**config.mk**
```make
export PLATFORM = sky130hd
export DESIGN_NAME = stream_reg
export DESIGN_NICKNAME = d
export VERILOG_FILES = /design/src/common/video_pkg.sv /design/src/hdl/stream_reg.sv
export SDC_FILE = /design/constraint.sdc
export NUM_CORES = 1
export LEC_CHECK = 0
export BUFFER_PORTS_ARGS = -buffer_cell sky130_fd_sc_hd__buf_4
export CORE_ASPECT_RATIO = 1.4
export CORE_MARGIN = 2
export CORE_UTILIZATION = 35
export DETAILED_ROUTE_END_ITERATION = 12
export GPL_TIMING_DRIVEN = 0
export MAX_ROUTING_LAYER = met4
export PLACE_DENSITY = 0.74
export SLEW_MARGIN = 15
export SYNTH_ARGS = -nofsm -noshare
export SYNTH_HDL_FRONTEND = slang
export SYNTH_SLANG_ARGS = --single-unit
```
**constraint.sdc**
```tcl
create_clock -name clk -period 0.9 [get_ports clk]
set_input_delay 0 -clock clk [delete_from_list [all_inputs] [get_ports clk]]
set_output_delay 0 -clock clk [all_outputs]
set_load 0.005 [all_outputs]
```
**src/common/video_pkg.sv**
```systemverilog
// video path types: coordinate, rgb pixel, stream beat, red pixel test
package video_pkg;

  // pixel coordinate, covers 0..2047
  typedef logic [10:0] coord_t;

  // red in the top byte, blue in the bottom byte
  typedef struct packed {
    logic [7:0] r;
    logic [7:0] g;
    logic [7:0] b;
  } pixel_t;

  // one stream beat with packet flags
  typedef struct packed {
    pixel_t pix;
    logic sop;
    logic eop;
  } beat_t;

  // strongly red: red msb set, green and blue msb clear
  function automatic logic is_red(pixel_t p);
    return p.r[7] & ~p.g[7] & ~p.b[7];
  endfunction

endpackage

```
**src/hdl/stream_reg.sv**
```systemverilog
// one-entry valid/ready pipeline register for stream beats
`timescale 1ns/1ps

module stream_reg (
  input logic clk,
  input logic reset_n,
  // upstream side
  input logic valid_in,
  output logic ready_out,
  input video_pkg::beat_t data_in,
  // downstream side
  output logic valid_out,
  input logic ready_in,
  output video_pkg::beat_t data_out
);

  // take a new beat when empty or when the held one leaves now
  assign ready_out = ~valid_out | ready_in;

  // occupancy flag
  always_ff @(posedge clk) begin
    if (!reset_n) begin
      valid_out <= 1'b0;
    end else if (ready_out) begin
      valid_out <= valid_in;
    end
  end

  // payload
  // held stable while downstream stalls
  always_ff @(posedge clk) begin
    if (ready_out && valid_in) begin
      data_out <= data_in;
    end
  end

endmodule

```
==> results.md <==
* Largest family of logic cells by synthesized area: simple AND/OR/NAND/NOR gates
* Switching Power at between 0.4 and 0.5 mW
* Total gr overflow at 0
* Worst Path Max Fanout at 7
* Drc violations at 0
* DPL Wire Length at 1210 um
* Layout Skew at 2.14 ps
* CTS tree: built
* DRT Wirelength at about 2200 um
* Most frequent cells in the layout: buf_4 (54), dlygate4sd3_1 (28), edfxtp_1 (26)
* Number of global-route vias before repair at 717
* DR iter-0 viols at 17
* Int Power at 1.90 mW
* Post-synthesis compound-gate area fraction at 1.34%
* Pwr dens at 1450 nW/um^2
* CTS root buf: clkbuf_4
* Total Power at 2.40 mW
* Unrepaired setup endpoints after global routing: yes
* Period utilization at 106%
* GPL Wtd Cong at 0.626
* Vias/cell at 4.55
* Worst skew pair latency at 320 ps
* Worst-case clock buffer depth at 2
* Die area at ~2800 sq um
* Sequential cell fraction of total power at a little over 60%
* Wl on met1 at a little under 700 um
* CTS H-tree lvls at 1
* FMAX at 1.05 GHz
* Area growth from synthesis to layout at 97.5%
* Vias at 669
* ANT nets after route at 0
* Final slew viol count at 0
* Pre-CTS setup slack at -195 ps
* Maxcap violations at 0
* CTS clk-pin slew, worst paths at around 140 ps
* Seq cells post-synth at 27
* Pre-Repair DR Iteration Count at 4
* Library cells used by synthesis at 6
* Num CTS Buffers at 3
* Avg WL per Cell at 15.2 um
* Met3 Wirelength at 111 um
* Largest area contributor in the netlist: edfxtp_1
* Yosys top cell area share at 93.1%
* Highest metal used: met4
* Pin count of the biggest net entering global routing at 17
* Dpl cells at 111
* Peak supply drop at 1.09 mV
* Hold Violations, Final at 0
* Worst EP arrival at 1000 ps
* Cell area after synthesis at 838 sq um
* Mapped Cells at 31
* PortBufs at 57
* Die Ht at 61.9 um
* Nets at ~160
* Fin cells at around 150
* Clk pwr share at 21.8%
* Met2 WL at 1400 um
* Core box area at approximately 2300 sq um
* WP data required at 950 ps
* Layout cell share with drive strength beyond 1 at 55.6%
* Actual slew at the worst max-slew pin at 145 ps
* Fill cell count at ~150
* Multiplexer share of the synthesized area at 0%
* Critical path endpoint category: flip-flop
* Mean post-synth cell area at 27.0 sq um
* Top area cells in the synthesized netlist: edfxtp_1 (93%), dfxtp_1 (2.4%), nand2b_4 (1.6%), a21boi_2 (1.3%), and2_4 (1.0%)
* Synth Area in Adders at 0%
* Starting density of the core at 35.8%
* Num ports at 58
* Placement Rows at 21
* GRT Util Overall at around 17%
* Footprint of the multi-input gates at 60.1 sq um
* Antenna cells at 0
* Slew margin rel. at between 90% and 100%
* TritonCTS Sinks at 27
* Synthesized net count at 61
* First-pass GRT wire length at 3150 um
* Failing checks: setup timing
* Final min period at 955 ps
* WS Path Type: flip-flop to flip-flop
* Lkg Pwr at roughly 0.7 nW
* Die Span X at 45.4 um
* Commonest non-fill, non-tap cell in the layout: buf_4
* Post-Synth Simple-Gate Area at 2.69%
* Sw Share at approximately a fifth
* Initial antenna violation count at 0
* Post-synthesis xor/xnor area fraction at 0%
* Yosys warnings at 0
* Final setup violation count at 27
* Status: complete, but fails checks
* Seq/Total Area, Yosys at 95.5%
* Reg area at about 800 sq um
* Worst Hold Class: input pin to flip-flop
* Setup crit start kind: flip-flop
* Gate power share at 16.1%
* Final Worst Setup Slack at -55.2 ps
[registers in the layout, indices dropped and copies added (netlist names)]
register	count
data_out	26
valid_out	1
[metal layers]
| metal | up-vias | track usage (%) |
|---|---|---|
| met5 | - | - |
| met4 | 0 | 8.40 |
| met3 | 6 | 2.89 |
| met2 | 32 | 34.9 |
| met1 | 322 | 14.2 |
| li1 | 309 | - |
[synthesized netlist by cell type (all sizes together)]
master,n
edfxtp,26
a21boi,1
and2,1
dfxtp,1
inv,1
nand2b,1
[worst max-delay path, stage by stage (launching register included)]
cell      delay (ps)
dfxtp_2          370
nand2b_4         110
and2_4           210
[area by class of cell]
type                    count  area share (%)
clock inverters             1           0.454
well taps                  23            1.74
multi-input cells           6            3.63
inverters                   1           0.227
flip-flops and latches     27            48.5
clock buffers               3            1.36
repair buffers             86            44.1
[final timing paths]
kind              startpoint           to  slack, ps  cells past startpoint
setup / recovery   valid_out  data_out[1]        -60                      2
hold / removal      ready_in    valid_out        110                      4
setup reg to reg   valid_out  data_out[1]        -60                      2
hold reg to reg    valid_out    valid_out        660                      3
[per-stage QoR]
stage	util, %	area, sq um	TNS, ps	hold WS, ps
CTS	70.1	1640	-647	69.7
global placement	55.4	1300	-4410	178
detailed placement	55.4	1300	-5060	179
floorplan	-	840	-3210	98.9
global route	70.8	1660	-1710	103
finish	70.8	1660	-1170	111
[cell families after synthesis]
kind of cell,Yosys count
simple gates,2
flops,27
buf+inv,1
compound gates,1
[repair_timing]
action | in CTS | in global routing
cloned | 3 | 0
hold buffers | 28 | 0
endpoints found under the hold margin | 27 | 0
setup endpoints to repair | 27 | 33
pin swaps | 3 | 0
setup buffers | 1 | 0
gates resized for setup | 3 | 4
[power groups by stage]
stage | logic (mW) | clock network, mW | registers [mW]
after global placement | 0.247 | 0 | 1.51
final | 0.386 | 0.523 | 1.49
after CTS | 0.374 | 0.528 | 1.49
after global routing | 0.413 | 0.583 | 1.49
after detailed placement | 0.255 | 0 | 1.51
after floorplan | 0.0346 | 0 | 1.52
Power figures use the tool's default switching activity.
