**config.mk**
```make
export PLATFORM = sky130hd
export DESIGN_NAME = imgproc_csr_flat
export DESIGN_NICKNAME = d
export VERILOG_FILES = /design/src/common/csr_pkg.sv /design/src/common/video_pkg.sv /design/src/common/imgproc_ifs.sv /design/src/hdl/imgproc_csr.sv /design/src/flat_wrapper.sv
export VERILOG_INCLUDE_DIRS = /design/src /design/src/common
export SDC_FILE = /design/constraint.sdc
export NUM_CORES = 1
export LEC_CHECK = 0
export ABC_AREA = 1
export BUFFER_PORTS_ARGS = -buffer_cell sky130_fd_sc_hd__buf_4
export CELL_PAD_IN_SITES_DETAIL_PLACEMENT = 0
export CELL_PAD_IN_SITES_GLOBAL_PLACEMENT = 1
export CORE_UTILIZATION = 35
export CTS_BUF_LIST = sky130_fd_sc_hd__clkbuf_8
export CTS_CLUSTER_SIZE = 40
export DETAILED_ROUTE_END_ITERATION = 10
export PLACE_DENSITY = 0.87
export SLEW_MARGIN = 10
export SYNTH_ARGS = -nofsm -noshare
export SYNTH_HDL_FRONTEND = slang
export SYNTH_SLANG_ARGS = --single-unit
export TNS_END_PERCENT = 30
```
**constraint.sdc**
```tcl
create_clock -name clk -period 1.8 [get_ports clk]
set_input_delay 0.18 -clock clk [delete_from_list [all_inputs] [get_ports clk]]
set_output_delay 0.18 -clock clk [all_outputs]
set_load 0.02 [all_outputs]
```
**src/common/imgproc_macros.svh**
```systemverilog
// frame size, message interval, fifo depth, register map, id and default colour constants
`ifndef IMGPROC_MACROS_SVH
`define IMGPROC_MACROS_SVH

////////////////////////////////////////////////////////////
// frame geometry in pixels
`define IMG_W 640
`define IMG_H 480

////////////////////////////////////////////////////////////
// message path
// frames between two box messages
`define MSG_INTERVAL 6
`define MSG_FIFO_DEPTH 256
// fill level width, holds 0 up to the full depth
`define MSG_LEVEL_W 9
// ascii "RBB", first word of each message
`define RED_BOX_MSG_ID {8'h00, "RBB"}

////////////////////////////////////////////////////////////
// register map on the 3-bit address bus
`define REG_STATUS 3'd0
`define REG_MSG 3'd1
`define REG_ID 3'd2
`define REG_BBCOL 3'd3

`define DEVICE_ID 32'h1234_EEE2
// green box after reset
`define BB_COL_DEFAULT 24'h00ff00

`endif

```
**src/common/csr_pkg.sv**
```systemverilog
// register address enum, message writer state enum, message word type
package csr_pkg;

`include "imgproc_macros.svh"

  // cpu visible registers
  typedef enum logic [2:0] {
    ADDR_STATUS = `REG_STATUS,
    ADDR_MSG = `REG_MSG,
    ADDR_ID = `REG_ID,
    ADDR_BBCOL = `REG_BBCOL
  } reg_addr_e;

  // message writer sequence, one word per state
  typedef enum logic [1:0] {
    MSG_IDLE = 2'd0,
    MSG_ID = 2'd1,
    MSG_TOP_LEFT = 2'd2,
    MSG_BOTTOM_RIGHT = 2'd3
  } msg_state_e;

  // one message fifo entry
  typedef logic [31:0] msg_word_t;

endpackage

```
**src/common/video_pkg.sv**
```systemverilog
// video path types: coordinate, rgb pixel, stream beat, red pixel test
package video_pkg;

  // pixel coordinate, covers 0..2047
  typedef logic [10:0] coord_t;

  // red in the top byte, blue in the bottom byte
  typedef struct packed {
    logic [7:0] r;
    logic [7:0] g;
    logic [7:0] b;
  } pixel_t;

  // one stream beat with packet flags
  typedef struct packed {
    pixel_t pix;
    logic sop;
    logic eop;
  } beat_t;

  // strongly red: red msb set, green and blue msb clear
  function automatic logic is_red(pixel_t p);
    return p.r[7] & ~p.g[7] & ~p.b[7];
  endfunction

endpackage

```
**src/common/imgproc_ifs.sv**
```systemverilog
// box_if and msg_if interfaces with their modports
`timescale 1ns/1ps
`include "imgproc_macros.svh"


////////////////////////////////////////////////////////////
// message fifo port, shared by writer, fifo and csr
interface msg_if;
  // push side
  logic wr;
  csr_pkg::msg_word_t wdata;
  // pop side
  logic rd;
  logic flush;
  // show-ahead head word
  csr_pkg::msg_word_t q;
  logic [`MSG_LEVEL_W-1:0] used;
  logic empty;

  modport writer (output wr, wdata, input used);
  modport fifo (input wr, wdata, rd, flush, output q, used, empty);
  modport csr (output rd, flush, input q, used, empty);
endinterface

```
**src/hdl/imgproc_csr.sv**
```systemverilog
// memory-mapped registers: status, flush, box colour, id and message pops
`timescale 1ns/1ps
`include "imgproc_macros.svh"

module imgproc_csr (
  input logic clk,
  input logic reset_n,
  // cpu slave port
  input logic chipselect,
  input logic read,
  input logic write,
  input logic [2:0] address,
  input logic [31:0] writedata,
  output logic [31:0] readdata,
  // box colour to the overlay
  output video_pkg::pixel_t bb_col,
  msg_if.csr msg
);

  csr_pkg::reg_addr_e addr;
  logic [7:0] status;
  logic read_d;
  logic rd_cs;
  logic wr_cs;

  assign addr = csr_pkg::reg_addr_e'(address);
  assign rd_cs = chipselect & read;
  assign wr_cs = chipselect & write;

  // status bit 4 clears the message fifo
  assign msg.flush = wr_cs & (addr == csr_pkg::ADDR_STATUS) & writedata[4];

  // pop on the first cycle of a message read only
  assign msg.rd = rd_cs & ~read_d & ~msg.empty & (addr == csr_pkg::ADDR_MSG);

  ////////////////////////////////////////////////////////////
  // writes

  always_ff @(posedge clk) begin
    if (!reset_n) begin
      status <= '0;
      bb_col <= video_pkg::pixel_t'(`BB_COL_DEFAULT);
    end else if (wr_cs) begin
      if (addr == csr_pkg::ADDR_STATUS) status <= writedata[7:0];
      if (addr == csr_pkg::ADDR_BBCOL) bb_col <= writedata[23:0];
    end
  end

  ////////////////////////////////////////////////////////////
  // reads, one cycle latency

  always_ff @(posedge clk) begin
    if (!reset_n) begin
      readdata <= '0;
      read_d <= 1'b0;
    end else begin
      read_d <= read;
      if (rd_cs) begin
        case (addr)
          // level in bits 16:8
          csr_pkg::ADDR_STATUS: readdata <= {15'b0, msg.used, status};
          csr_pkg::ADDR_MSG: readdata <= msg.q;
          csr_pkg::ADDR_ID: readdata <= `DEVICE_ID;
          csr_pkg::ADDR_BBCOL: readdata <= {8'h00, bb_col};
          default: readdata <= '0;
        endcase
      end
    end
  end

endmodule

```
**src/flat_wrapper.sv**
```systemverilog
// flat-port wrapper written by rule: the top's interface ports become plain ports
module imgproc_csr_flat 
  (clk, reset_n, chipselect, read, write, address, writedata, readdata, bb_col, msg_rd, msg_flush, msg_q, msg_used, msg_empty);
  msg_if msg_i ();
  input logic clk;
  input logic reset_n;
  input logic chipselect;
  input logic read;
  input logic write;
  input logic [2:0] address;
  input logic [31:0] writedata;
  output logic [31:0] readdata;
  output video_pkg::pixel_t bb_col;
  output wire logic [$bits(msg_i.rd)-1:0] msg_rd;
  output wire logic [$bits(msg_i.flush)-1:0] msg_flush;
  input wire logic [$bits(msg_i.q)-1:0] msg_q;
  input wire logic [$bits(msg_i.used)-1:0] msg_used;
  input wire logic [$bits(msg_i.empty)-1:0] msg_empty;
  assign msg_rd = msg_i.rd;
  assign msg_flush = msg_i.flush;
  assign msg_i.q = msg_q;
  assign msg_i.used = msg_used;
  assign msg_i.empty = msg_empty;
  imgproc_csr u_core (.clk(clk), .reset_n(reset_n), .chipselect(chipselect), .read(read), .write(write), .address(address), .writedata(writedata), .readdata(readdata), .bb_col(bb_col), .msg(msg_i));
endmodule
```
==> impl_metrics.yaml <==
die:
  ios: 140
  rows: 33
  coreArea_mm2: 0.008217
  start_util_pct: 36.18
  die_area_mm2: 0.008866
  die_w_um: 94.16
  dieHeight_um: 94.16
pwr:
  powerDensity_mw_per_mm2: 797.4
  leakagePower_nw: 1.977
  ir_drop_uv: 354.6
yosys:
  post_synth_inst_count: 408
  synthMuxAreaShare_pct: 0
  synth_warnings: 0
  ys_ff_latch: 65
  synth.avg_cell_area_um2: 7.286
  ys_seq_area_share_pct: 43.77
  synth-edff-count: 0
  synth_area_mm2: 0.002973
  syn-num-nets: 490
  yosys.area_share.simple_pct: 29.76
  synth_top_family_by_area: "simple AND/OR/NAND/NOR gates"
  ys_types: 24
  synthAdderAreaFrac_pct: 0
  synth-main-ff-cell: "dfxtp_1"
  synth_compound_area_share_pct: 17.17
  synthArstFlopShare_pct: 0
  synthXorXnorAreaFrac_pct: 0
setup_path:
  arrival_ns: 1.38
  crit_path_end_kind: "primary output"
  cp_max_fo: 29
  path_class: "input port to primary output"
  required_ns: 1.62
  startpoint_type: "input port"
clock_tree:
  clock-sinks: 65
  clock_path_buffers: 2
  cts_buffers: 9
  cts_hold_buf: 0
  cts_tree: "built"
  postCtsSetupBuffers: 0
  insertion_delay_ns: 0.34
  clk_pin_slew_worst_paths_ns: 0.08
  cts-resized-gates: 0
  cts-htree-levels: 3
  clock-root-buffer: "clkbuf_8"
layout:
  nets: 611
  n_antenna_cell: 0
  layout-drive-gt1-share_pct: 32.77
  multiInputGateArea_mm2: 0.001395
  num-fill-cells: 824
  area.growth.synth_to_final_pct: 41.58
  regArea_mm2: 0.001301
  fin_area_mm2: 0.004209
route:
  antenna_left: 0
  viasPerCell: 4.919
  vias: 3143
  wl_per_cell_um: 14.35
  wl_um: 9167
  drt_iter0_drc: 185
  drt_pass1_iterations: 4
  drt_drc_violations_left: 0
timing:
  fmax_ghz: 0.6409
  slew_headroom_pct: 43.90
  tightest_slew_ns: 0.8363
  setup_viol: 0
  finalClockSkew_ns: 0.009901
  period_minus_slack_ns: 1.560
  drv_slew: 0
  fin_crit_sh_pct: 86.69
  rsz0062_at_grt: "false"
  finalSetupTns_ns: 0
  finalHoldViolCount: 0
global_route:
  overflow: 0
  grt_max_degree: 39
  antenna_found_initial: 0
  grt_use_total_pct: 20.75
  grt_first_pass_wirelength_um: 14110
  grt_pass1_vias: 2789
place:
  place_congestion: 0.8469
  place_hpwl_um: 6859
  dpl-instance-area_mm2: 0.003980
  portBuffers: 131
outcome:
  outcome: "finished, final reports clean"
worst_hold_path:
  hold_class: "input port to register"
run:
  drv_cap: 0
[area by class of cell]
type,count,area share [%]
inverter,21,1.873
multi-input combinational,289,33.15
clock inverter,6,2.170
tap,105,3.121
timing repair buffer,143,25.51
clock buffer,10,3.270
sequential,65,30.92
[cell usage after synthesis, types with 2 or more instances]
library cell	count	area [um^2]
nand2_1	109	409.1
dfxtp_1	65	1301
a21oi_1	36	180.2
nand3_1	33	165.2
o21ai_0	33	165.2
nand4_1	27	168.9
nor2_1	24	90.09
inv_1	17	63.81
buf_2	14	70.07
clkbuf_1	9	33.78
o21bai_1	9	67.56
a21oi_2	8	70.07
buf_6	7	78.83
inv_2	3	11.26
o211ai_1	3	22.52
buf_1	2	7.510
nor2_2	2	12.51
[worst max-delay path, stage by stage]
cell and delay [ns]:
buf_4 0.27, inv_1 0.16, nor3_4 0.17, inv_1 0.08
nor4_1 0.30, buf_4 0.22
[sequential cells by signal (all words and copies together), names as in the netlist]
register	cells
u_core.bb_col	24
u_core.read_d	1
u_core.readdata	32
u_core.status	8
[worst paths after layout]
path	start	end	slack, ns	cells past startpoint
worst min-delay path	writedata[15]	u_core.bb_col[15]	0.04	3
worst min register to register	u_core.status[7]	u_core.status[7]	0.45	2
worst max register to register	u_core.bb_col[22]	u_core.readdata[22]	0.79	4
worst max-delay path	address[0]	msg_rd	0.24	6
[layer usage]
layer | vias to the layer above | GRT usage, % | part of all wire [%]
li1 | 1605 | - | -
met1 | 1418 | 29.82 | 48
met2 | 106 | 30.37 | 45
met3 | 14 | 3.560 | 5.6
met4 | 0 | 8.205 | 1.6
met5 | - | 0 | 0
[kinds of logic after synthesis]
logic type             after synthesis
buffers and inverters               54
DFF                                 65
AOI/OAI and AO/OA                   90
and+or+nand+nor                    199
[placed cells by master (no fill, tap or decap), types with 2 or more instances in the layout]
cell type     n
o211ai_1      3
nor2_2        2
nand2_1     109
o21bai_1      9
bufinv_16     2
dfxtp_1      65
nor2_1       24
nand3_1      33
inv_2         3
inv_1        17
clkbuf_8     10
buf_4       143
a21oi_2       8
nand4_1      27
clkinvlp_4    3
a21oi_1      36
o21ai_0      33
[metrics by stage]
stage	power (mW)	util (%)	setup slack (ns)	hold slack [ns]	instances
floorplan	1.766	-	0.2255	0.2735	408
global placement	1.987	48.44	0.2786	0.3909	623
detailed placement	1.992	48.44	0.2767	0.3962	623
CTS	3.386	51.23	0.2759	0.02994	639
global route	3.484	51.23	0.1780	0.04724	639
finish	3.356	51.23	0.2396	0.04140	639
[power breakdown]
group / total [mW] / internal [mW] / switching (mW) / leakage, nW
Combinational: 0.457 / 0.210 / 0.247 / 1.34
Sequential: 1.50 / 1.48 / 0.0259 / 0.528
Clock: 1.40 / 0.819 / 0.578 / 0.105
Power figures use the tool's default switching activity.
