## src/common/imgproc_macros.svh

```systemverilog
// frame size, message interval, fifo depth, register map, id and default colour constants
`ifndef IMGPROC_MACROS_SVH
`define IMGPROC_MACROS_SVH

////////////////////////////////////////////////////////////
// frame geometry in pixels
`define IMG_W 640
`define IMG_H 480

////////////////////////////////////////////////////////////
// message path
// frames between two box messages
`define MSG_INTERVAL 6
`define MSG_FIFO_DEPTH 256
// fill level width, holds 0 up to the full depth
`define MSG_LEVEL_W 9
// ascii "RBB", first word of each message
`define RED_BOX_MSG_ID {8'h00, "RBB"}

////////////////////////////////////////////////////////////
// register map on the 3-bit address bus
`define REG_STATUS 3'd0
`define REG_MSG 3'd1
`define REG_ID 3'd2
`define REG_BBCOL 3'd3

`define DEVICE_ID 32'h1234_EEE2
// green box after reset
`define BB_COL_DEFAULT 24'h00ff00

`endif

```

## src/common/csr_pkg.sv

```systemverilog
// register address enum, message writer state enum, message word type
package csr_pkg;

`include "imgproc_macros.svh"

  // cpu visible registers
  typedef enum logic [2:0] {
    ADDR_STATUS = `REG_STATUS,
    ADDR_MSG = `REG_MSG,
    ADDR_ID = `REG_ID,
    ADDR_BBCOL = `REG_BBCOL
  } reg_addr_e;

  // message writer sequence, one word per state
  typedef enum logic [1:0] {
    MSG_IDLE = 2'd0,
    MSG_ID = 2'd1,
    MSG_TOP_LEFT = 2'd2,
    MSG_BOTTOM_RIGHT = 2'd3
  } msg_state_e;

  // one message fifo entry
  typedef logic [31:0] msg_word_t;

endpackage

```

## src/common/video_pkg.sv

```systemverilog
// video path types: coordinate, rgb pixel, stream beat, red pixel test
package video_pkg;

  // pixel coordinate, covers 0..2047
  typedef logic [10:0] coord_t;

  // red in the top byte, blue in the bottom byte
  typedef struct packed {
    logic [7:0] r;
    logic [7:0] g;
    logic [7:0] b;
  } pixel_t;

  // one stream beat with packet flags
  typedef struct packed {
    pixel_t pix;
    logic sop;
    logic eop;
  } beat_t;

  // strongly red: red msb set, green and blue msb clear
  function automatic logic is_red(pixel_t p);
    return p.r[7] & ~p.g[7] & ~p.b[7];
  endfunction

endpackage

```

## src/common/imgproc_ifs.sv

```systemverilog
// box_if and msg_if interfaces with their modports
`timescale 1ns/1ps
`include "imgproc_macros.svh"

////////////////////////////////////////////////////////////
// latched bounding box of the previous video frame
interface box_if;
  video_pkg::coord_t left;
  video_pkg::coord_t right;
  video_pkg::coord_t top;
  video_pkg::coord_t bottom;
  // single cycle, accepted eop of a video packet
  logic frame_done;

  modport tracker (output left, right, top, bottom, frame_done);
  modport overlay (input left, right, top, bottom);
  modport writer (input left, right, top, bottom, frame_done);
endinterface

////////////////////////////////////////////////////////////
// message fifo port, shared by writer, fifo and csr
interface msg_if;
  // push side
  logic wr;
  csr_pkg::msg_word_t wdata;
  // pop side
  logic rd;
  logic flush;
  // show-ahead head word
  csr_pkg::msg_word_t q;
  logic [`MSG_LEVEL_W-1:0] used;
  logic empty;

  modport writer (output wr, wdata, input used);
  modport fifo (input wr, wdata, rd, flush, output q, used, empty);
  modport csr (output rd, flush, input q, used, empty);
endinterface

```

## src/msg/msg_writer.sv

```systemverilog
// frame interval counter and three-word box message FSM
`timescale 1ns/1ps
`include "imgproc_macros.svh"

module msg_writer (
  input logic clk,
  input logic reset_n,
  box_if.writer box,
  msg_if.writer msg
);

  csr_pkg::msg_state_e state;
  logic [7:0] frame_cnt;
  logic room;

  // room for a whole message
  assign room = msg.used < `MSG_LEVEL_W'(`MSG_FIFO_DEPTH - 3);

  ////////////////////////////////////////////////////////////
  // interval counter and sequence

  always_ff @(posedge clk) begin
    if (!reset_n) begin
      state <= csr_pkg::MSG_IDLE;
      frame_cnt <= '0;
    end else begin
      case (state)
        csr_pkg::MSG_ID: state <= csr_pkg::MSG_TOP_LEFT;
        csr_pkg::MSG_TOP_LEFT: state <= csr_pkg::MSG_BOTTOM_RIGHT;
        csr_pkg::MSG_BOTTOM_RIGHT: state <= csr_pkg::MSG_IDLE;
        default: state <= csr_pkg::MSG_IDLE;
      endcase
      if (box.frame_done) begin
        if (frame_cnt == 8'd0 && room) begin
          state <= csr_pkg::MSG_ID;
          frame_cnt <= 8'(`MSG_INTERVAL - 1);
        end else if (frame_cnt != 8'd0) begin
          // held at zero while the fifo is too full
          frame_cnt <= frame_cnt - 8'd1;
        end
      end
    end
  end

  // one word per active state
  always_comb begin
    msg.wr = 1'b1;
    case (state)
      csr_pkg::MSG_ID: msg.wdata = `RED_BOX_MSG_ID;
      csr_pkg::MSG_TOP_LEFT: msg.wdata = {5'b0, box.left, 5'b0, box.top};
      csr_pkg::MSG_BOTTOM_RIGHT: msg.wdata = {5'b0, box.right, 5'b0, box.bottom};
      default: begin
        msg.wr = 1'b0;
        msg.wdata = '0;
      end
    endcase
  end

endmodule

```

## src/flat_wrapper.sv

```systemverilog
// flat-port wrapper written by rule: the top's interface ports become plain ports
module msg_writer_flat 
  (clk, reset_n, box_left, box_right, box_top, box_bottom, box_frame_done, msg_wr, msg_wdata, msg_used);
  box_if box_i ();
  msg_if msg_i ();
  input logic clk;
  input logic reset_n;
  input wire logic [$bits(box_i.left)-1:0] box_left;
  input wire logic [$bits(box_i.right)-1:0] box_right;
  input wire logic [$bits(box_i.top)-1:0] box_top;
  input wire logic [$bits(box_i.bottom)-1:0] box_bottom;
  input wire logic [$bits(box_i.frame_done)-1:0] box_frame_done;
  output wire logic [$bits(msg_i.wr)-1:0] msg_wr;
  output wire logic [$bits(msg_i.wdata)-1:0] msg_wdata;
  input wire logic [$bits(msg_i.used)-1:0] msg_used;
  assign box_i.left = box_left;
  assign box_i.right = box_right;
  assign box_i.top = box_top;
  assign box_i.bottom = box_bottom;
  assign box_i.frame_done = box_frame_done;
  assign msg_wr = msg_i.wr;
  assign msg_wdata = msg_i.wdata;
  assign msg_i.used = msg_used;
  msg_writer u_core (.clk(clk), .reset_n(reset_n), .box(box_i), .msg(msg_i));
endmodule
```

## config.mk

```make
export PLATFORM = sky130hd
export DESIGN_NAME = msg_writer_flat
export DESIGN_NICKNAME = d
export VERILOG_FILES = /design/src/common/csr_pkg.sv /design/src/common/video_pkg.sv /design/src/common/imgproc_ifs.sv /design/src/msg/msg_writer.sv /design/src/flat_wrapper.sv
export VERILOG_INCLUDE_DIRS = /design/src /design/src/common
export SDC_FILE = /design/constraint.sdc
export NUM_CORES = 1
export LEC_CHECK = 0
export ABC_AREA = 1
export BUFFER_PORTS_ARGS = -buffer_cell sky130_fd_sc_hd__buf_2
export CORE_MARGIN = 1
export CORE_UTILIZATION = 36
export DETAILED_ROUTE_END_ITERATION = 7
export GPL_TIMING_DRIVEN = 1
export PLACE_DENSITY = 0.77
export RECOVER_POWER = 100
export SLEW_MARGIN = 20
export SYNTH_ARGS = -nofsm -noshare
export SYNTH_HDL_FRONTEND = slang
export SYNTH_SLANG_ARGS = --single-unit
export TNS_END_PERCENT = 5
```

## constraint.sdc

```tcl
create_clock -name clk -period 1.45 [get_ports clk]
set_input_delay 0.2175 -clock clk [delete_from_list [all_inputs] [get_ports clk]]
set_output_delay 0.2175 -clock clk [all_outputs]
set_load 0.01 [all_outputs]
```

==> impl_table.tex <==
\begin{tabular}{lr}
\hline
Metric & Value \\
\hline
\multicolumn{2}{l}{\textbf{Clocking}} \\
TritonCTS clock tree & built \\
H-tree depth & 1 \\
Clock latency on the worst-skew pair & around 270 ps \\
Number of clock sinks & 10 \\
Root cell of the clock tree & sky130\_fd\_sc\_hd\_\_clkbuf\_4 \\
Maximum clock insertion buffer count & 2 \\
Clock Pin Slew Worst Setup and Hold Paths & 70 ps \\
Total clock buffers created by CTS & 3 \\
\multicolumn{2}{l}{\textbf{Timing}} \\
Setup skew after layout & 2.69 ps \\
Min Clock Period, post-route & 1640 ps \\
Final Hold Violating Endpoints & 0 \\
Post-route fraction of the period consumed by the critical path & 113\% \\
Final setup viols & 23 \\
Final number of max-transition violations & 0 \\
Summed negative setup slack over all endpoints & -3300 ps \\
Max Freq & just over 600 MHz \\
Setup repair after global routing missed its margin & true \\
Post-Route Hold Slack & roughly 240 ps \\
Final worst-path setup slack & -190 ps \\
\multicolumn{2}{l}{\textbf{Global routing}} \\
Total global routing track utilization & 19.5\% \\
Number of antenna violations at the first check in global routing & 0 \\
Global-route wire length before repair & between 5000 and 6000 um \\
Pin count of the biggest net entering global routing & 18 \\
Vias in the first global route & 1260 \\
Residual overflow from global routing & 0 \\
\multicolumn{2}{l}{\textbf{Power and ir drop}} \\
Overall Power & 1.52 mW \\
Logic gate share of total power & a little under three fifths \\
Power dissipated by switching net loads & roughly 0.66 mW \\
Share of power burned in registers & between 20\% and 30\% \\
Net Sw Frac & a little over two fifths \\
P\_int & 0.859 mW \\
Static leakage & just over 0.9 nW \\
Fraction of power consumed by the clock network & between 15 and 20\% \\
Max IR drop VDD & 0.911 mV \\
Power Density & around 850 nW/um\^{}2 \\
\multicolumn{2}{l}{\textbf{Place}} \\
Setup Slack @ Placement & -5.55 ps \\
Final GP Congestion & $\sim$0.87 \\
Detailed-placement wirelength estimate & between 2000 and 3000 um \\
Number of port buffers & 79 \\
\multicolumn{2}{l}{\textbf{Detailed routing}} \\
Final routed wire length divided by cell count & $\sim$11 um \\
Total routed wirelength & around 3500 um \\
Number of search-and-repair iterations in the first detailed-routing pass & 4 \\
DR iter-0 viols & just under 90 \\
Routed met1 length & approximately 1400 um \\
Count of vias placed by the detailed router & 1472 \\
Amount of wire on met2 after detailed routing & 1750 um \\
Number of design rule violations left after detail routing & 0 \\
Vias per cell & roughly 4.5 \\
Post-detailed-route count of antenna-violating nets & 0 \\
Detailed route wirelength on metal3 & approximately 280 um \\
Uppermost metal layer occupied by signal nets & met4 \\
\multicolumn{2}{l}{\textbf{Run}} \\
Number of max-capacitance violations reported & 0 \\
\multicolumn{2}{l}{\textbf{Floorplan}} \\
Top Ports & between 80 and 90 \\
Core Rows & 20 \\
Die outline width & 58.2 um \\
Floorplan die height & roughly 58 um \\
Core outline area & a little over 3000 um\^{}2 \\
Die Area & approximately 3400 um\^{}2 \\
Starting density of the core & approximately 38\% \\
\multicolumn{2}{l}{\textbf{Yosys}} \\
Largest area contributor in the synthesized netlist & sky130\_fd\_sc\_hd\_\_nand2\_1 \\
Total of warnings raised by yosys & 0 \\
Area share of the largest cell type after synthesis & roughly 24\% \\
Seq/Total Area, Yosys & 17.6\% \\
Synth cell types & 24 \\
Summed instance area of the synthesized netlist & 1140 um\^{}2 \\
Flop and latch count out of synthesis & 10 \\
Cells after synthesis & slightly below 200 \\
Synthesized area divided by synthesized cell count & slightly below 6 um\^{}2 \\
Cells taking the most area after synthesis & sky130\_fd\_sc\_hd\_\_nand2\_1, sky130\_fd\_sc\_hd\_\_dfxtp\_1, sky130\_fd\_sc\_hd\_\_a21oi\_1 \\
\multicolumn{2}{l}{\textbf{Worst setup path}} \\
Kind of launch point of the worst setup path & flop \\
Series of cell instances along the critical path & ha\_2, buf\_6, a22o\_1, nand2\_1, nand2\_1, buf\_2 \\
Most used cell along the critical path & sky130\_fd\_sc\_hd\_\_nand2\_1 \\
CP arrival & $\sim$1400 ps \\
Class of the most critical setup path & reg2out \\
CP max FO & 10 \\
Required arrival time at the worst endpoint & $\sim$1200 ps \\
Standard cell with the maximum stage delay on the critical path & sky130\_fd\_sc\_hd\_\_dfxtp\_4 \\
Stage delay of the slowest cell on the critical path & around 370 ps \\
Worst setup EP type & primary output \\
\multicolumn{2}{l}{\textbf{Outcome}} \\
Violated checks & setup timing \\
Status & complete, but fails checks \\
\multicolumn{2}{l}{\textbf{Cells and area}} \\
\# diodes & 0 \\
Number of fill cells in the layout & around 290 \\
Growth of design area from synthesis to finish & 56.9\% \\
Final \#Nets & 345 \\
Highest-count cells in the layout ignoring fill and taps & sky130\_fd\_sc\_hd\_\_buf\_2, sky130\_fd\_sc\_hd\_\_nand2\_1, sky130\_fd\_sc\_hd\_\_nor2\_1 \\
Commonest non-fill, non-tap cell in the layout & sky130\_fd\_sc\_hd\_\_buf\_2 \\
Share of layout cells above drive strength 1 & 46.6\% \\
\multicolumn{2}{l}{\textbf{Worst hold path}} \\
Class of the most critical hold timing path & in2reg \\
\hline
\end{tabular}
[kinds of logic (layout without fill, tap and decap cells)]
| logic type | count (synthesis) | in the layout | synth area share, % |
|---|---|---|---|
| AND/OR/NAND/NOR | 115 | 115 | 43.2 |
| buffers and inverters | 32 | 109 | 14.2 |
| AO/OA/AOI/OAI | 30 | 30 | 16.2 |
| flip-flops | 10 | 10 | 17.6 |
| adder cells (fa/ha/maj) | 7 | 7 | 7.71 |
| other | 1 | 9 | 0.330 |
| XOR/XNOR | 1 | 1 | 0.771 |
[sequential cells by signal, summed over array words and instances, names as in the netlist]
register          flops
u_core.state          2
u_core.frame_cnt      8
[final timing paths]
kind	from	to	slack (ps)	cells after the start
max	u_core.state[1]$_SDFF_PN0_	msg_wdata[9]	-190	6
min reg2reg	u_core.frame_cnt[1]$_SDFFE_PN0P_	u_core.frame_cnt[1]$_SDFFE_PN0P_	510	2
min	reset_n	u_core.frame_cnt[4]$_SDFFE_PN0P_	240	3
max reg2reg	u_core.frame_cnt[1]$_SDFFE_PN0P_	u_core.frame_cnt[3]$_SDFFE_PN0P_	90	7
[through the flow]
stage | util, % | cell area, um^2 | instances
3_3_place_gp | 54.0 | 1640 | 319
6_report | 58.9 | 1780 | 325
5_1_grt | 58.9 | 1780 | 325
4_1_cts | 58.5 | 1770 | 325
2_1_floorplan | - | 1200 | 204
3_5_place_dp | 54.0 | 1640 | 319
[worst max-delay path: cells and delay by family, from the launching register on]
kind / cells / cell delay, ps
AOI/OAI and AO/OA: 1 / 230
adders and majority gates: 1 / 180
buffers and inverters: 2 / 270
DFF: 1 / 370
and+or+nand+nor: 2 / 100
[timing repair]
item,CTS,global route
hold buffers,0,0
setup endpoints to repair,23,32
gates cloned,1,1
hold endpoints to repair,0,0
setup buffers,1,0
gates resized for setup,15,8
pin swaps,2,9
[Yosys cell counts, drive strengths merged]
master and count:
nor2 24, dfxtp 10, clkbuf 5, nand3 10, nor3 1, nand2 77, nand4 1, ha 7
inv 16, conb 1, or2 2, o21ai 4, xor2 1, a21oi 20, a22o 6, buf 11
[final cells by class]
cell class | count | area, um^2 | area share (%)
timing repair buffer | 89 | 532 | 29.8
tap | 44 | 55.1 | 3.09
inverter | 16 | 60.1 | 3.37
clock buffer | 4 | 36.3 | 2.04
sequential | 10 | 205 | 11.5
multi-input combinational | 162 | 895 | 50.2
[power groups by stage]
stage | registers (mW) | clock network [mW] | logic [mW]
global placement | 0.401 | 0 | 0.801
CTS | 0.399 | 0.261 | 0.863
finish | 0.399 | 0.256 | 0.863
detailed placement | 0.402 | 0 | 0.813
global route | 0.409 | 0.271 | 0.970
floorplan | 0.395 | 0 | 0.601
[metal layers]
metal / up-vias / GRT usage [%]
met2: 58 / 37.6
met1: 642 / 20.9
met3: 3 / 3.79
met5: - / 0
met4: 0 / 6.46
li1: 769 / -
Power figures use the tool's default switching activity.
