File: src/common/imgproc_macros.svh
// frame size, message interval, fifo depth, register map, id and default colour constants
`ifndef IMGPROC_MACROS_SVH
`define IMGPROC_MACROS_SVH

////////////////////////////////////////////////////////////
// frame geometry in pixels
`define IMG_W 640
`define IMG_H 480

////////////////////////////////////////////////////////////
// message path
// frames between two box messages
`define MSG_INTERVAL 6
`define MSG_FIFO_DEPTH 256
// fill level width, holds 0 up to the full depth
`define MSG_LEVEL_W 9
// ascii "RBB", first word of each message
`define RED_BOX_MSG_ID {8'h00, "RBB"}

////////////////////////////////////////////////////////////
// register map on the 3-bit address bus
`define REG_STATUS 3'd0
`define REG_MSG 3'd1
`define REG_ID 3'd2
`define REG_BBCOL 3'd3

`define DEVICE_ID 32'h1234_EEE2
// green box after reset
`define BB_COL_DEFAULT 24'h00ff00

`endif

File: src/common/video_pkg.sv
// video path types: coordinate, rgb pixel, stream beat, red pixel test
package video_pkg;

  // pixel coordinate, covers 0..2047
  typedef logic [10:0] coord_t;

  // red in the top byte, blue in the bottom byte
  typedef struct packed {
    logic [7:0] r;
    logic [7:0] g;
    logic [7:0] b;
  } pixel_t;

  // one stream beat with packet flags
  typedef struct packed {
    pixel_t pix;
    logic sop;
    logic eop;
  } beat_t;

  // strongly red: red msb set, green and blue msb clear
  function automatic logic is_red(pixel_t p);
    return p.r[7] & ~p.g[7] & ~p.b[7];
  endfunction

endpackage

File: src/common/imgproc_ifs.sv
// box_if and msg_if interfaces with their modports
`timescale 1ns/1ps
`include "imgproc_macros.svh"

////////////////////////////////////////////////////////////
// latched bounding box of the previous video frame
interface box_if;
  video_pkg::coord_t left;
  video_pkg::coord_t right;
  video_pkg::coord_t top;
  video_pkg::coord_t bottom;
  // single cycle, accepted eop of a video packet
  logic frame_done;

  modport tracker (output left, right, top, bottom, frame_done);
  modport overlay (input left, right, top, bottom);
  modport writer (input left, right, top, bottom, frame_done);
endinterface


File: src/tracker/red_box_tracker.sv
// beat coordinate counter, packet type flag, red detection and bounding box latch
`timescale 1ns/1ps
`include "imgproc_macros.svh"

module red_box_tracker (
  input logic clk,
  input logic reset_n,
  // beat at the input register output
  input video_pkg::beat_t beat,
  input logic valid,
  input logic ready,
  // coordinates of the current beat
  output video_pkg::coord_t x,
  output video_pkg::coord_t y,
  output logic packet_video,
  box_if.tracker box
);

  logic accept;
  logic red_pix;
  video_pkg::coord_t x_min, x_max, y_min, y_max;
  video_pkg::coord_t x_min_nxt, x_max_nxt, y_min_nxt, y_max_nxt;

  // beat moves into the output stage
  assign accept = valid & ready;
  assign red_pix = video_pkg::is_red(beat.pix);

  // end of a video frame
  assign box.frame_done = accept & beat.eop & packet_video;

  ////////////////////////////////////////////////////////////
  // coordinate counter

  always_ff @(posedge clk) begin
    if (!reset_n) begin
      x <= '0;
      y <= '0;
      packet_video <= 1'b0;
    end else if (accept) begin
      if (beat.sop) begin
        x <= '0;
        y <= '0;
        // descriptor nibble 0 marks video
        packet_video <= (beat.pix.b[3:0] == 4'h0);
      end else if (x == video_pkg::coord_t'(`IMG_W - 1)) begin
        x <= '0;
        y <= y + 1'b1;
      end else begin
        x <= x + 1'b1;
      end
    end
  end

  ////////////////////////////////////////////////////////////
  // bounds, including the current pixel

  always_comb begin
    x_min_nxt = x_min;
    x_max_nxt = x_max;
    y_min_nxt = y_min;
    y_max_nxt = y_max;
    if (red_pix) begin
      if (x < x_min) x_min_nxt = x;
      if (x > x_max) x_max_nxt = x;
      if (y < y_min) y_min_nxt = y;
      if (y > y_max) y_max_nxt = y;
    end
  end

  always_ff @(posedge clk) begin
    if (!reset_n || (accept && beat.sop)) begin
      // empty box, min above max
      x_min <= video_pkg::coord_t'(`IMG_W - 1);
      y_min <= video_pkg::coord_t'(`IMG_H - 1);
      x_max <= '0;
      y_max <= '0;
    end else if (accept) begin
      x_min <= x_min_nxt;
      x_max <= x_max_nxt;
      y_min <= y_min_nxt;
      y_max <= y_max_nxt;
    end
  end

  // latch for the overlay of the next frame
  always_ff @(posedge clk) begin
    if (!reset_n) begin
      box.left <= '0;
      box.right <= '0;
      box.top <= '0;
      box.bottom <= '0;
    end else if (box.frame_done) begin
      box.left <= x_min_nxt;
      box.right <= x_max_nxt;
      box.top <= y_min_nxt;
      box.bottom <= y_max_nxt;
    end
  end

endmodule
File: src/flat_wrapper.sv
// flat-port wrapper written by rule: the top's interface ports become plain ports
module red_box_tracker_flat 
  (clk, reset_n, beat, valid, ready, x, y, packet_video, box_left, box_right, box_top, box_bottom, box_frame_done);
  box_if box_i ();
  input logic clk;
  input logic reset_n;
  input video_pkg::beat_t beat;
  input logic valid;
  input logic ready;
  output video_pkg::coord_t x;
  output video_pkg::coord_t y;
  output logic packet_video;
  output wire logic [$bits(box_i.left)-1:0] box_left;
  output wire logic [$bits(box_i.right)-1:0] box_right;
  output wire logic [$bits(box_i.top)-1:0] box_top;
  output wire logic [$bits(box_i.bottom)-1:0] box_bottom;
  output wire logic [$bits(box_i.frame_done)-1:0] box_frame_done;
  assign box_left = box_i.left;
  assign box_right = box_i.right;
  assign box_top = box_i.top;
  assign box_bottom = box_i.bottom;
  assign box_frame_done = box_i.frame_done;
  red_box_tracker u_core (.clk(clk), .reset_n(reset_n), .beat(beat), .valid(valid), .ready(ready), .x(x), .y(y), .packet_video(packet_video), .box(box_i));
endmodule
File: config.mk
export PLATFORM = sky130hd
export DESIGN_NAME = red_box_tracker_flat
export DESIGN_NICKNAME = d
export VERILOG_FILES = /design/src/common/video_pkg.sv /design/src/common/imgproc_ifs.sv /design/src/tracker/red_box_tracker.sv /design/src/flat_wrapper.sv
export VERILOG_INCLUDE_DIRS = /design/src /design/src/common
export SDC_FILE = /design/constraint.sdc
export NUM_CORES = 1
export LEC_CHECK = 0
export BUFFER_PORTS_ARGS = -buffer_cell sky130_fd_sc_hd__buf_2
export CAP_MARGIN = 20
export CORE_ASPECT_RATIO = 1.25
export CORE_MARGIN = 4
export CORE_UTILIZATION = 50
export DETAILED_ROUTE_END_ITERATION = 8
export GPL_TIMING_DRIVEN = 0
export MAX_ROUTING_LAYER = met4
export PLACE_DENSITY = 0.72
export SLEW_MARGIN = 20
export SYNTH_ARGS = -nofsm -noshare
export SYNTH_HDL_FRONTEND = slang
export SYNTH_SLANG_ARGS = --single-unit
File: constraint.sdc
create_clock -name clk -period 3.28 [get_ports clk]
set_clock_uncertainty 0.2 [all_clocks]
set_input_delay 0.492 -clock clk [delete_from_list [all_inputs] [get_ports clk]]
set_output_delay 0.492 -clock clk [all_outputs]
set_load 0.005 [all_outputs]
==> results of run 1 <==
## area by class of cell
type	count	area, sq um	share of cell area [%]
Buffer	61	293	4.24
Multi-Input combinational cell	522	3320	48.1
Timing Repair Buffer	80	400	5.80
Tap cell	161	201	2.92
Clock inverter	4	53.8	0.779
Sequential cell	111	2220	32.2
Inverter	44	165	2.39
Clock buffer	12	246	3.57
## worst max-delay path by stage
stage	start	to	slack (ps)	depth (start not counted)
finish	valid	box_frame_done	590	7
global route	u_core.y[6]	u_core.box.bottom[4]	470	7
CTS	valid	box_frame_done	590	7
detailed placement	valid	box_frame_done	600	7
global placement	valid	box_frame_done	640	7
floorplan	u_core.x[6]	u_core.x_min[0]	1110	7
## cell usage after synthesis (all sizes together)
master   number
ha           44
or3           4
a31oi        25
or3b          1
nor4         29
o21ai       117
nor4b         2
xnor2        13
nor2         42
nor3          2
nand3b        2
inv          44
mux2i        10
and3          3
nand2        49
and4          5
a211oi       24
a2111o        2
nor2b         2
a221oi        2
or4           1
dfxtp       111
or4b          1
a21oi        39
xor2          4
a21boi        3
buf          28
nor3b         2
a221o         2
o311ai        3
and2          4
nand3        75
clkbuf       33
nand4         8
a2111oi       2
## report_power, final
part | switching [uW] | internal [uW] | total [uW]
registers | 6.77 | 1350 | 1360
clock network | 506 | 617 | 1120
logic | 86.4 | 35.1 | 121
total | 599 | 2010 | 2600
## flip-flops by register name (all words and copies together), names as in the netlist
| register | cells |
|---|---|
| u_core.y | 11 |
| u_core.box.top | 11 |
| u_core.box.right | 11 |
| u_core.x_min | 11 |
| u_core.packet_video | 1 |
| u_core.x | 11 |
| u_core.x_max | 11 |
| u_core.y_min | 11 |
| u_core.box.bottom | 11 |
| u_core.y_max | 11 |
| u_core.box.left | 11 |
## metrics by stage
step                instances  cell area (sq um)  util, %  worst slack (ps)
finish                    995               6910     59.2               591
global route              995               6910     59.2               472
CTS                       995               6910     59.2               594
detailed placement        979               6610     56.6               598
global placement          979               6610     56.6               644
floorplan                 738               6000        -              1110
## per-layer routing
layer	vias up	GRT usage (%)	part of all wire [%]
li1	2857	-	-
met1	2855	31.5	41
met5	-	-	0
met3	67	3.83	5.1
met2	221	47.6	50
met4	0	14.8	4.4
## worst register-to-register path: cells and delay by family, from the launching register on
kind / cells / cell delay, ps
compound gates: 5 / 1090
flops: 1 / 670
fa+ha+maj: 1 / 360
buf+inv: 1 / 280
## cell families (layout without fill, tap and decap cells)
| group | after synthesis | after routing | share of synthesized area, % |
|---|---|---|---|
| xor+xnor | 17 | 17 | 2.48 |
| buf+inv | 105 | 201 | 7.63 |
| fa+ha+maj | 44 | 44 | 9.17 |
| mux | 10 | 10 | 1.67 |
| compound gates | 219 | 219 | 21.5 |
| simple gates | 232 | 232 | 20.5 |
| flops | 111 | 111 | 37.0 |
==> results_dict.tcl, run 1 <==
set metrics [dict create \
    cts_made_buffers 9 \
    hold_end "u_core.packet_video" \
    crit_path_frequent_cell "buf_2" \
    port_buffers 80 \
    initial_core_util_pct 51.4 \
    status "finished clean" \
    synth.top_cell.area_share_pct 37.0 \
    min_period_over_period_pct 82.0 \
    hold_path.class "in2reg" \
    clkSinkCount 111 \
    wire_per_inst_um 18.3 \
    finalHoldViolations 0 \
    rsz0062_at_grt "false" \
    antenna_found_initial 0 \
    hold_start "beat[4]" \
    rows 44 \
    finalSetupViolations 0 \
    post_synth.cell_area_avg_sq_um 8.13 \
    cts_htree_levels 3 \
    arrival_ps 2000 \
    peakVddDrop_uv 298 \
    yosysWarnings 0 \
    critPathMaxFanout 10 \
    hold_slack_ps 278 \
    clkTransAtPathRegs_ps 70 \
    drive_above_1_share_pct 16.9 \
    io_pins 98 \
    hpwlAfterDp_um 13600 \
    nNetsFinal 903 \
    num-fill-cells 1126 \
    route.detailed.drc 0 \
    setup_tns_ps 0 \
    critPathSlowestCell "clkbuf_1" \
    rr_endpoint "u_core.x_max[5]" \
    r2r_cells 7 \
    startpoint_type "input port" \
    ant_nets 0 \
    die_h_um 131 \
    grt_pass1_vias 5857 \
    vias 6000 \
    tightest_slew_ps 611 \
    final_cell_mix "114 x o21ai_0, 111 x dfxtp_1, 99 x buf_2" \
    hold_depth 4 \
    grt_max_degree 18 \
    cap_violations 0 \
    finalPower_uw 2600 \
    gp_congestion 0.888 \
    cp.required_ps 2590 \
    final_common_cell "o21ai_0" \
    post_drt_via_cell_ratio 6.03 \
    die_x_um 106 \
    synth_cells 738 \
    maxSlewHeadroom_pct 59.3 \
    cts_resized 0 \
    root_buffer "clkbuf_16" \
    grt_usage_pct 27.7 \
    syn_area_sq_mm 0.00600 \
    clk_latency_ps 350 \
    n_antenna_cell 0 \
    cts_setup_buffers 0 \
    syn-num-nets 812 \
    end_kind "output port" \
    path_buf_inv 5 \
    drt_iter0_drc 337 \
    seq_area_frac_synth_pct 37.0 \
    synth.area.top_cells "dfxtp_1 37%, o21ai_0 9.5%, ha_1 9.2%, nand3_1 6.1%, a21oi_1 3.3%" \
    cts_hold_buf 0 \
    synth.largest_area_cell "dfxtp_1" \
    die-area_sq_mm 0.0138 \
    drv_slew 0 \
    critPathKind "in2out" \
    timing.fmax_mhz 372 \
    area_growth_pct 15.0 \
    drt_wl_total_um 18200 \
    slowest_delay_ps 390 \
    crit_chain "buf_2 > and2_1 > nand3_1 > inv_1 > buf_2 > clkbuf_1 > buf_2" \
    p_leak_uw 0.00283 \
    rrSetupSlack_ps 600 \
    drt_pass1_iterations 5 \
    finalCriticalPeriod_ps 2690 \
    crit_family "buffers and inverters" \
    synth-seq-cells 111 \
    synth_cell_types 53 \
    tritoncts "done" \
    grt_pass1_wl_um 29500 \
    gr-total-overflow 0 \
    core_sq_mm 0.0117 \
    worstReg2RegStart "u_core.x[6]" \
    clockBufferDepth 2 \
    power_density_mw_per_mm2 377 \
]
No activity file was read; power rests on OpenSTA's default activity.
==> run 2, diff against run 1 <==
Clock period 3.28 ns to 2.8 ns, I/O delays scaled along.
==> results_dict.tcl, run 2 (same netlist as run 1, synthesis figures left out) <==
set metrics [dict create \
    ant_nets 0 \
    antenna_found_initial 0 \
    clkTransAtPathRegs_ps 70 \
    grt_max_degree 18 \
    gr-total-overflow 0 \
    final_common_cell "o21ai_0" \
    place_area_sq_mm 0.00661 \
    drt_pass1_iterations 5 \
    rrSetupSlack_ps 120 \
    power_density_mw_per_mm2 442 \
    tightest_slew_ps 611 \
    port_buffers 80 \
    crit_start "u_core.x[6]" \
    core_sq_mm 0.0117 \
    drive_above_1_share_pct 17.0 \
    peakVddDrop_uv 349 \
    drv_slew 0 \
    critPathKind "reg2reg" \
    finalCriticalPeriod_ps 2680 \
    grt_pass1_vias 5857 \
    route.detailed.drc 0 \
    min_period_over_period_pct 95.6 \
    cts_setup_buffers 0 \
    cts_htree_levels 3 \
    worstReg2RegStart "u_core.x[6]" \
    die_h_um 131 \
    finalSetupViolations 0 \
    clockBufferDepth 2 \
    wire_per_inst_um 18.3 \
    gp_congestion 0.888 \
    cts_hold_buf 0 \
    timing.fmax_mhz 374 \
    startpoint_type "flop" \
    cap_violations 0 \
    nNetsFinal 903 \
    critPathMaxFanout 10 \
    vias 6001 \
    clk_latency_ps 350 \
    final_cell_mix "114 x o21ai_0, 110 x dfxtp_1, 99 x buf_2" \
    area_growth_pct 15.0 \
    die-area_sq_mm 0.0138 \
    die_x_um 106 \
    stdcell_area_sq_mm 0.00691 \
    maxSlewHeadroom_pct 59.3 \
    rsz0062_at_grt "false" \
    n_antenna_cell 0 \
    hold_path.class "in2reg" \
    finalHoldViolations 0 \
    hold_slack_ps 206 \
    drt_wl_total_um 18200 \
    arrival_ps 2750 \
    clkSinkCount 111 \
    p_leak_uw 0.00283 \
    end_kind "flop" \
    root_buffer "clkbuf_16" \
    cts_made_buffers 9 \
    tritoncts "done" \
    initial_core_util_pct 51.4 \
    drt_iter0_drc 337 \
    setup_tns_ps 0 \
    cp.required_ps 2880 \
    grt_pass1_wl_um 29500 \
    post_drt_via_cell_ratio 6.03 \
    hpwlAfterDp_um 13600 \
    status "finished clean" \
    grt_usage_pct 27.7 \
    rows 44 \
    io_pins 98 \
    hold_start "beat[4]" \
]
## run 2: worst max-delay path, stage by stage (launching register included)
cell and delay (ps):
dfxtp_1 670, ha_1 360, a21oi_1 170, o21ai_1 150, a2111oi_4 470, buf_2 280, o21ai_0 130, a21oi_1 170
## run 2: stage by stage
stage / setup slack (ps) / total power, uW / cells / utilization (%)
after floorplan: 634 / 1710 / 738 / -
after global placement: 278 / 1760 / 979 / 56.6
after detailed placement: 195 / 1770 / 979 / 56.6
after CTS: 177 / 3050 / 995 / 59.2
after global routing: 9.35 / 3140 / 995 / 59.2
final: 124 / 3050 / 995 / 59.2
## run 2: area by class of cell
cell class / instances / area [sq um]
fillers: 1125 / 4760
multi-input cells: 522 / 3320
flip-flops and latches: 111 / 2220
repair buffers: 80 / 400
plain buffers: 61 / 293
clock buffers: 12 / 246
well taps: 161 / 201
inverters: 44 / 165
clock inverters: 4 / 53.8
## run 2: where the power goes
part	internal, uW	switching (uW)	total (uW)
logic	41.1	101	142
registers	1580	7.93	1590
clock network	723	593	1320
total	2350	702	3050
## run 2: layer usage
| layer | track usage (%) | routed length, um | up-vias |
|---|---|---|---|
| met1 | 31.5 | 7420 | 2856 |
| met4 | 14.8 | 809 | 0 |
| met2 | 47.6 | 9040 | 221 |
| met5 | - | 0 | - |
| met3 | 3.83 | 930 | 67 |
| li1 | - | - | 2857 |
## run 2: path summary, 6_finish.rpt
| kind | cells past startpoint | endpoint |
|---|---|---|
| setup / recovery | 7 | u_core.x_max[5] |
| hold / removal | 4 | u_core.packet_video |
| setup reg to reg | 7 | u_core.x_max[5] |
| hold reg to reg | 2 | u_core.y_max[2] |
## run 2: repair_timing
item | 4_1_cts | 5_1_grt
endpoints found under the hold margin | 0 | 0
resized for setup | 0 | 1
endpoints found under the setup margin | 0 | 1
